[config.mk]
export PLATFORM = sky130hd
export DESIGN_NAME = rob_top
export DESIGN_NICKNAME = d
export VERILOG_FILES = /design/src/hw/rob_pkg.sv /design/src/hw/rob_entry.sv /design/src/hw/rob_ptr_ctrl.sv /design/src/hw/rob_retire_sel.sv /design/src/hw/rob_branch_check.sv /design/src/hw/rob_top.sv
export VERILOG_INCLUDE_DIRS = /design/src /design/src/hw
export SDC_FILE = /design/constraint.sdc
export NUM_CORES = 2
export LEC_CHECK = 0
export BUFFER_PORTS_ARGS = -buffer_cell sky130_fd_sc_hd__buf_4
export CORE_MARGIN = 4
export CORE_UTILIZATION = 30
export CTS_BUF_LIST = sky130_fd_sc_hd__clkbuf_8
export DETAILED_ROUTE_END_ITERATION = 6
export PLACE_DENSITY = 0.46
export SETUP_SLACK_MARGIN = 0.02
export SYNTH_ARGS = -nofsm -noshare
export SYNTH_HDL_FRONTEND = slang
export SYNTH_SLANG_ARGS = --single-unit
[constraint.sdc]
create_clock -name clk -period 18.5 [get_ports clk]
set_input_delay 1.85 -clock clk [delete_from_list [all_inputs] [get_ports clk]]
set_output_delay 1.85 -clock clk [all_outputs]
set_load 0.01 [all_outputs]
[src/hw/rob_settings.svh]
// sizing for the reorder buffer
// ROB_DEPTH must be a power of two and equal to 2**ROB_IDX_W
// the freelist head is one bit narrower than a physical tag

`ifndef ROB_SETTINGS_SVH
`define ROB_SETTINGS_SVH

// --------------------------------------------------
// buffer geometry
// --------------------------------------------------
`define ROB_DEPTH   32  // entries in the circular queue
`define ROB_IDX_W   5   // entry index, pointers carry one extra wrap bit

// --------------------------------------------------
// datapath widths
// --------------------------------------------------
`define PRF_TAG_W   6   // physical register tag
`define ARCH_REG_W  5   // architectural register
`define BR_MASK_W   4   // in-flight branch mask
`define ADDR_W      64  // pc and branch target

`endif

[src/hw/rob_pkg.sv]
// types shared by the reorder buffer blocks
// pointers carry a wrap bit above the entry index

`default_nettype none

`include "rob_settings.svh"

package rob_pkg;

	typedef logic [`ROB_IDX_W:0]   rob_ptr_t;  // wrap bit + index
	typedef logic [`ROB_IDX_W-1:0] rob_idx_t;
	typedef logic [`PRF_TAG_W-1:0] prf_tag_t;
	typedef logic [`ARCH_REG_W-1:0] arch_reg_t;
	typedef logic [`BR_MASK_W-1:0] br_mask_t;
	typedef logic [`ADDR_W-1:0]    addr_t;
	typedef logic [`PRF_TAG_W-2:0] fl_head_t;  // freelist head pointer

	// --------------------------------------------------
	// port groups
	// --------------------------------------------------
	typedef struct packed {
		prf_tag_t  new_tag;     // tag from the freelist
		prf_tag_t  old_tag;     // previous mapping, freed at retire
		arch_reg_t arch_dest;
		addr_t     pc;
		logic      br_flag;
		logic      pred_taken;
		addr_t     pred_target;
		br_mask_t  br_mask;
		fl_head_t  fl_head;     // freelist state to restore on recovery
	} rob_dispatch_t;

	typedef struct packed {
		logic     valid;
		rob_ptr_t idx;
		logic     taken;
	} rob_complete_t;

	typedef struct packed {
		logic     valid;
		rob_ptr_t idx;
		logic     taken;   // actual direction
		addr_t    target;  // actual target
	} rob_resolve_t;

	typedef struct packed {
		logic      valid;
		prf_tag_t  new_tag;
		prf_tag_t  old_tag;
		arch_reg_t arch_dest;
	} rob_retire_t;

	typedef struct packed {
		logic     valid;
		br_mask_t br_mask;
		fl_head_t fl_head;
		rob_ptr_t restart_idx;  // new tail, one past the branch
	} rob_recover_t;

	typedef struct packed {
		rob_dispatch_t rec;
		logic          done;
		logic          taken;  // resolved direction from the fu
	} rob_entry_t;

endpackage

`default_nettype wire

[src/hw/rob_entry.sv]
// one reorder buffer slot
// a write takes priority over retire clear and completion on the same edge
// the stored record is not reset, only the done bit is

`default_nettype none
`timescale 1ns/1ps

module rob_entry (
	input  logic                  clk,
	input  logic                  rst,
	input  logic                  wr_en_i,
	input  rob_pkg::rob_dispatch_t wr_data_i,
	input  logic                  clr_i,
	input  logic                  done_en_i,
	input  logic                  done_taken_i,
	output rob_pkg::rob_entry_t    entry_o
);

	import rob_pkg::*;

	rob_dispatch_t rec_r;
	logic          done_r;
	logic          taken_r;

	// --------------------------------------------------
	// control state
	// --------------------------------------------------
	always_ff @(posedge clk) begin
		if (rst) begin
			done_r <= 1'b0;
		end else if (wr_en_i) begin
			done_r <= 1'b0;  // fresh instruction, not executed yet
		end else if (clr_i) begin
			done_r <= 1'b0;  // retired
		end else if (done_en_i) begin
			done_r <= 1'b1;
		end
	end

	// --------------------------------------------------
	// payload
	// --------------------------------------------------
	always_ff @(posedge clk) begin
		if (wr_en_i) begin
			rec_r   <= wr_data_i;
			taken_r <= 1'b0;
		end else if (done_en_i) begin
			taken_r <= done_taken_i;  // meaningful only for branches
		end
	end

	always_comb begin
		entry_o.rec   = rec_r;
		entry_o.done  = done_r;
		entry_o.taken = taken_r;
	end

endmodule

`default_nettype wire

[src/hw/rob_ptr_ctrl.sv]
// head and tail control for the circular reorder buffer
// a dispatch while stalled, or in a recovery cycle, is dropped
// recovery moves the tail to the restart pointer and wins over dispatch

`default_nettype none
`timescale 1ns/1ps

`include "rob_settings.svh"

module rob_ptr_ctrl (
	input  logic                   clk,
	input  logic                   rst,
	input  logic                   dispatch_valid_i,
	input  rob_pkg::rob_complete_t complete_i,
	input  logic                   retire_i,
	input  logic                   recover_i,
	input  rob_pkg::rob_ptr_t      restart_ptr_i,
	output rob_pkg::rob_ptr_t      head_o,
	output rob_pkg::rob_ptr_t      tail_o,
	output logic                   stall_o,
	output logic [`ROB_DEPTH-1:0]  wr_en_o,
	output logic [`ROB_DEPTH-1:0]  clr_o,
	output logic [`ROB_DEPTH-1:0]  done_en_o
);

	import rob_pkg::*;

	localparam logic [`ROB_DEPTH-1:0] one_hot_base = {{(`ROB_DEPTH-1){1'b0}}, 1'b1};

	rob_ptr_t head_r;
	rob_ptr_t tail_r;
	rob_ptr_t occupancy;
	logic     full;
	logic     dispatch_ok;

	// --------------------------------------------------
	// occupancy and stall
	// --------------------------------------------------
	assign occupancy   = tail_r - head_r;  // wrap bit makes full != empty
	assign full        = (occupancy == rob_ptr_t'(`ROB_DEPTH));
	assign stall_o     = full & ~retire_i;  // a retiring head frees a slot
	assign dispatch_ok = dispatch_valid_i & ~stall_o & ~recover_i;

	// per-entry strobes
	assign wr_en_o   = dispatch_ok ? (one_hot_base << tail_r[`ROB_IDX_W-1:0]) : '0;
	assign clr_o     = retire_i ? (one_hot_base << head_r[`ROB_IDX_W-1:0]) : '0;
	assign done_en_o = complete_i.valid ?
		(one_hot_base << complete_i.idx[`ROB_IDX_W-1:0]) : '0;

	// --------------------------------------------------
	// pointers
	// --------------------------------------------------
	always_ff @(posedge clk) begin
		if (rst) begin
			head_r <= '0;
			tail_r <= '0;
		end else begin
			if (retire_i)
				head_r <= head_r + 1'b1;
			if (recover_i)
				tail_r <= restart_ptr_i;  // squash everything younger than the branch
			else if (dispatch_ok)
				tail_r <= tail_r + 1'b1;
		end
	end

	assign head_o = head_r;
	assign tail_o = tail_r;

endmodule

`default_nettype wire

[src/hw/rob_retire_sel.sv]
// in-order retirement from the head entry, one per cycle
// payload fields read as zero when nothing retires

`default_nettype none
`timescale 1ns/1ps

`include "rob_settings.svh"

module rob_retire_sel (
	input  rob_pkg::rob_ptr_t                   head_i,
	input  rob_pkg::rob_ptr_t                   tail_i,
	input  rob_pkg::rob_entry_t [`ROB_DEPTH-1:0] entries_i,
	output rob_pkg::rob_retire_t                retire_o,
	output logic                                retire_en_o
);

	import rob_pkg::*;

	rob_idx_t   head_idx;
	rob_entry_t head_entry;
	logic       not_empty;

	assign head_idx   = head_i[`ROB_IDX_W-1:0];
	assign head_entry = entries_i[head_idx];
	assign not_empty  = (head_i != tail_i);  // full pointers, so a full buffer is not empty

	assign retire_en_o = head_entry.done & not_empty;

	// --------------------------------------------------
	// outputs to freelist and architectural map
	// --------------------------------------------------
	always_comb begin
		retire_o = '0;
		if (retire_en_o) begin
			retire_o.valid     = 1'b1;
			retire_o.new_tag   = head_entry.rec.new_tag;
			retire_o.old_tag   = head_entry.rec.old_tag;
			retire_o.arch_dest = head_entry.rec.arch_dest;
		end
	end

endmodule

`default_nettype wire

[src/hw/rob_branch_check.sv]
// early branch recovery check against the stored prediction
// direction and target must both match for a correct prediction
// recovery lasts one cycle, a held resolve does not repeat it

`default_nettype none
`timescale 1ns/1ps

`include "rob_settings.svh"

module rob_branch_check (
	input  logic                                clk,
	input  logic                                rst,
	input  rob_pkg::rob_resolve_t               resolve_i,
	input  rob_pkg::rob_entry_t [`ROB_DEPTH-1:0] entries_i,
	output rob_pkg::rob_recover_t               recover_o,
	output logic                                br_right_o
);

	import rob_pkg::*;

	rob_entry_t br_entry;
	logic       is_branch;
	logic       mispredict;
	logic       holdoff_r;  // recovery raised last cycle

	assign br_entry  = entries_i[resolve_i.idx[`ROB_IDX_W-1:0]];
	assign is_branch = resolve_i.valid & br_entry.rec.br_flag;

	assign mispredict = (br_entry.rec.pred_taken != resolve_i.taken) |
		(br_entry.rec.pred_target != resolve_i.target);

	assign br_right_o = is_branch & ~mispredict;

	// --------------------------------------------------
	// recovery payload
	// --------------------------------------------------
	always_comb begin
		recover_o = '0;
		if (is_branch & mispredict & ~holdoff_r) begin
			recover_o.valid       = 1'b1;
			recover_o.br_mask     = br_entry.rec.br_mask;
			recover_o.fl_head     = br_entry.rec.fl_head;
			recover_o.restart_idx = rob_ptr_t'(resolve_i.idx + 1'b1);  // slot after the branch
		end
	end

	always_ff @(posedge clk) begin
		if (rst)
			holdoff_r <= 1'b0;
		else
			holdoff_r <= recover_o.valid;
	end

endmodule

`default_nettype wire

[src/hw/rob_top.sv]
// reorder buffer top, 32 entries in a circular queue
// dispatch must hold valid low while stall_o is high
// completion and resolve indices are full pointers, the wrap bit is ignored for lookup

`default_nettype none
`timescale 1ns/1ps

`include "rob_settings.svh"

module rob_top (
	input  logic                   clk,
	input  logic                   rst,

	// dispatch
	input  logic                   dispatch_valid_i,
	input  rob_pkg::rob_dispatch_t dispatch_i,
	output rob_pkg::rob_ptr_t      tail_o,     // index given to the next dispatch
	output logic                   stall_o,

	// functional units
	input  rob_pkg::rob_complete_t complete_i,
	input  rob_pkg::rob_resolve_t  resolve_i,

	// retirement and recovery
	output rob_pkg::rob_retire_t   retire_o,
	output rob_pkg::rob_recover_t  recover_o,
	output logic                   br_right_o
);

	import rob_pkg::*;

	rob_ptr_t                   head;
	rob_ptr_t                   tail;
	logic [`ROB_DEPTH-1:0]      wr_en;
	logic [`ROB_DEPTH-1:0]      clr;
	logic [`ROB_DEPTH-1:0]      done_en;
	rob_entry_t [`ROB_DEPTH-1:0] entries;
	logic                       retire_en;
	rob_recover_t               recover;

	// --------------------------------------------------
	// pointer control
	// --------------------------------------------------
	rob_ptr_ctrl u_ptr_ctrl (
		.clk              (clk),
		.rst              (rst),
		.dispatch_valid_i (dispatch_valid_i),
		.complete_i       (complete_i),
		.retire_i         (retire_en),
		.recover_i        (recover.valid),
		.restart_ptr_i    (recover.restart_idx),
		.head_o           (head),
		.tail_o           (tail),
		.stall_o          (stall_o),
		.wr_en_o          (wr_en),
		.clr_o            (clr),
		.done_en_o        (done_en)
	);

	// --------------------------------------------------
	// entry storage
	// --------------------------------------------------
	for (genvar i = 0; i < `ROB_DEPTH; i++) begin : gen_entry
		rob_entry u_entry (
			.clk          (clk),
			.rst          (rst),
			.wr_en_i      (wr_en[i]),
			.wr_data_i    (dispatch_i),
			.clr_i        (clr[i]),
			.done_en_i    (done_en[i]),
			.done_taken_i (complete_i.taken),  // broadcast, strobe picks the slot
			.entry_o      (entries[i])
		);
	end

	// --------------------------------------------------
	// drain side
	// --------------------------------------------------
	rob_retire_sel u_retire_sel (
		.head_i      (head),
		.tail_i      (tail),
		.entries_i   (entries),
		.retire_o    (retire_o),
		.retire_en_o (retire_en)
	);

	rob_branch_check u_branch_check (
		.clk        (clk),
		.rst        (rst),
		.resolve_i  (resolve_i),
		.entries_i  (entries),
		.recover_o  (recover),
		.br_right_o (br_right_o)
	);

	assign recover_o = recover;
	assign tail_o    = tail;

endmodule

`default_nettype wire

==> metrics <==
status=finished clean; maximum VDD drop=0.0000616 V; share of cells above drive strength 1=27.0%; Post-synth ARST share=0%; Final Cell Area=0.133 sq mm; critical path class=in -> out; Final Skew=around 0.080 ns; Die ar.=0.395 sq mm; Final Total Pwr=0.0138 W; Max Fclk=82.0 MHz; most used cell, CP=buf_4; Hold Path Class=reg -> reg; R2R depth=14; Syn Area/Cell=about 22 sq um; Ys Warns=0; Worst path max stage delay=between 0.8 and 0.9 ns; final setup TNS=0 ns; Post-CTS Hold Fix Bufs=0; largest net degree at the start of global routing=between 100 and 150; Port Buf Inserts=~210; Via Count=57600; # H-tree levels=6; first-pass GRT wire length=485000 um; Startpoint Class=input port; MaxCap Viol Count=0; Core Area=between 0.3 and 0.4 sq mm; DRC Markers=0; actual slew at the worst max-slew pin=1.25 ns; post-DR vias/cell=5.08; min Tclk post-route=12.19 ns; area of the mapped netlist=around 0.12 sq mm; critical path peak fanout=48; P&R area growth vs syn=15.0%; Final setup viols=0; std cell rows=227; most common cell after layout, fill and taps aside=edfxtp_1; Nets=6162; ys flop type=edfxtp_1; Post-Syn Instances=5326; Clock Path Buffers=4; CTS tree=built; Total Routing Usage GR=between 10% and 20%; Seq/Total Area, Yosys=between 70% and 80%; period utilization=65.9%; I/O Pins=between 200 and 300; DR WL/cell=30.9 um; Die X=629 um; CP top delay family=buffers and inverters; Post-Route WL=around 350000 um; initial antenna violation count=40; Yosys cell types=66; final hold violations=0; die extent in y=about 630 um; clk root buf=clkbuf_8; required time worst endpoint=around 17 ns; Final ANT Viol Nets=0; Worst Path Buf+Inv=8; post-CTS sizing=0; 1st-pass router iterations=5; max-slew violations=0; RePlAce Congestion=0.768; CP endpoint kind=primary output; most frequent cells in the layout=edfxtp_1 (2944), mux4_2 (661), clkbuf_8 (531), mux2i_1 (350), buf_4 (322); critical path arrival=around 10 ns; Remaining Overflow, GRT=0; initial core utilization=30.2%; Hold Crit Depth=2; Post-synth EDFFs=2944; clock sinks=2989; FF+latch count, synth=2989; Leakage=42.2 nW; dpl cell area=between 0.1 and 0.15 sq mm; CP max-delay cell=a21o_2; dpl hpwl=177000 um; vias in the first global route=60300; clk slew on worst S/H paths=0.06 ns; Max-slew headroom=16.2%; total CTS buffers=520; WP depth=17; initial DRC count=5166; clk_lat worst skew=1.12 ns; RSZ-0062 raised after global routing=no; crit-path cells=buf_8, buf_4, buf_4, buf_4, mux4_2, mux4_2, o22ai_1, xnor2_1, nor4_1, buf_4, o2111ai_1, nor3_2, a21o_2, inv_4, buf_4, and2_1, buf_4; post-CTS setup buffers=0; P per Cell Area=approximately 100 mW/mm^2; Mapped Nets=5583
## final timing paths
check	start	to	slack, ns
min reg2reg	u_ptr_ctrl.head_o[5]$_SDFFE_PP0P_	u_ptr_ctrl.head_o[5]$_SDFFE_PP0P_	0.54
max reg2reg	gen_entry[0].u_entry.entry_o[20]$_DFFE_PP_	gen_entry[7].u_entry.entry_o[44]$_DFFE_PP_	10.22
min	u_ptr_ctrl.head_o[5]$_SDFFE_PP0P_	u_ptr_ctrl.head_o[5]$_SDFFE_PP0P_	0.54
max	resolve_i[65]	recover_o[1]	6.31
## layer usage
layer	GRT usage, %	up-vias	routed length (um)
li1	-	23700	-
met1	22.5	31700	147000
met2	30.4	1635	180000
met3	2.43	503	15200
met4	4.23	12	7660
met5	0	-	90
## worst min-delay path, cell delays in order, from the launching register on
cell and delay (ns):
dfxtp_1 0.35, xor2_1 0.08, nor2_1 0.07
## state kept, by name, indices dropped and copies added, names as in the netlist
signal	flops
gen_entry.u_entry.done_r	32
gen_entry.u_entry.entry_o	2944
u_branch_check.holdoff_r	1
u_ptr_ctrl.head_o	6
u_ptr_ctrl.tail_o	6
## power breakdown
part | leakage (nW) | switching (W) | internal [W]
logic | 9.99 | 0.000503 | 0.000264
clock network | 5.33 | 0.00270 | 0.00280
registers | 26.9 | 0.0000197 | 0.00753
total | 42.2 | 0.00323 | 0.0106
## stage by stage
| stage | instances | utilization [%] | setup WS [ns] | hold WS [ns] |
|---|---|---|---|---|
| floorplan | 5326 | - | 9.16 | 0.498 |
| detailed placement | 10400 | 32.3 | 5.44 | 0.528 |
| global placement | 10400 | 32.3 | 5.51 | 0.524 |
| finish | 11300 | 34.7 | 6.31 | 0.540 |
| global route | 11300 | 34.7 | 5.71 | 0.585 |
| CTS | 11300 | 34.7 | 5.89 | 0.542 |
## cells in the mapped netlist, types with 13 or more instances
cell         n  area share, %
a211oi_1    17           0.11
a21oi_1     92           0.40
a221oi_1    25           0.19
a22o_1      13          0.098
a22oi_1    184            1.2
a31oi_1     15          0.081
and2_1      16          0.087
and3_1      14          0.076
buf_1       44           0.14
buf_2      105           0.45
buf_4       21           0.14
clkbuf_1   111           0.36
dfxtp_1     45           0.78
edfxtp_1  2944             76
ha_1        18           0.19
mux2i_1    350            3.0
mux4_2     661             13
nand2_1    129           0.42
nand3_1     72           0.31
nand4_1     36           0.19
nor2_1      73           0.24
nor2b_1     20           0.11
nor3_1      22          0.095
nor4_1      16          0.087
o21a_1      22           0.14
o21ai_0     26           0.11
o22ai_1     34           0.18
xnor2_1     62           0.47
xor2_1      32           0.24
## cells by family after synthesis
group / synth area share, %
flip-flops: 77.2
multiplexers: 16.0
AO/OA/AOI/OAI: 2.84
AND/OR/NAND/NOR: 1.85
buffers and inverters: 1.23
XOR/XNOR: 0.712
adder cells (fa/ha/maj): 0.195
## final cells by class
class,instances,area (sq um)
tap,5038,6300
sequential,2989,89300
inverter,14,61.3
fill,35800,250000
timing repair buffer,347,2900
multi-input combinational,2033,25200
clock inverter,370,1960
antenna,7,17.5
clock buffer,531,7310
Power figures use the tool's default switching activity.
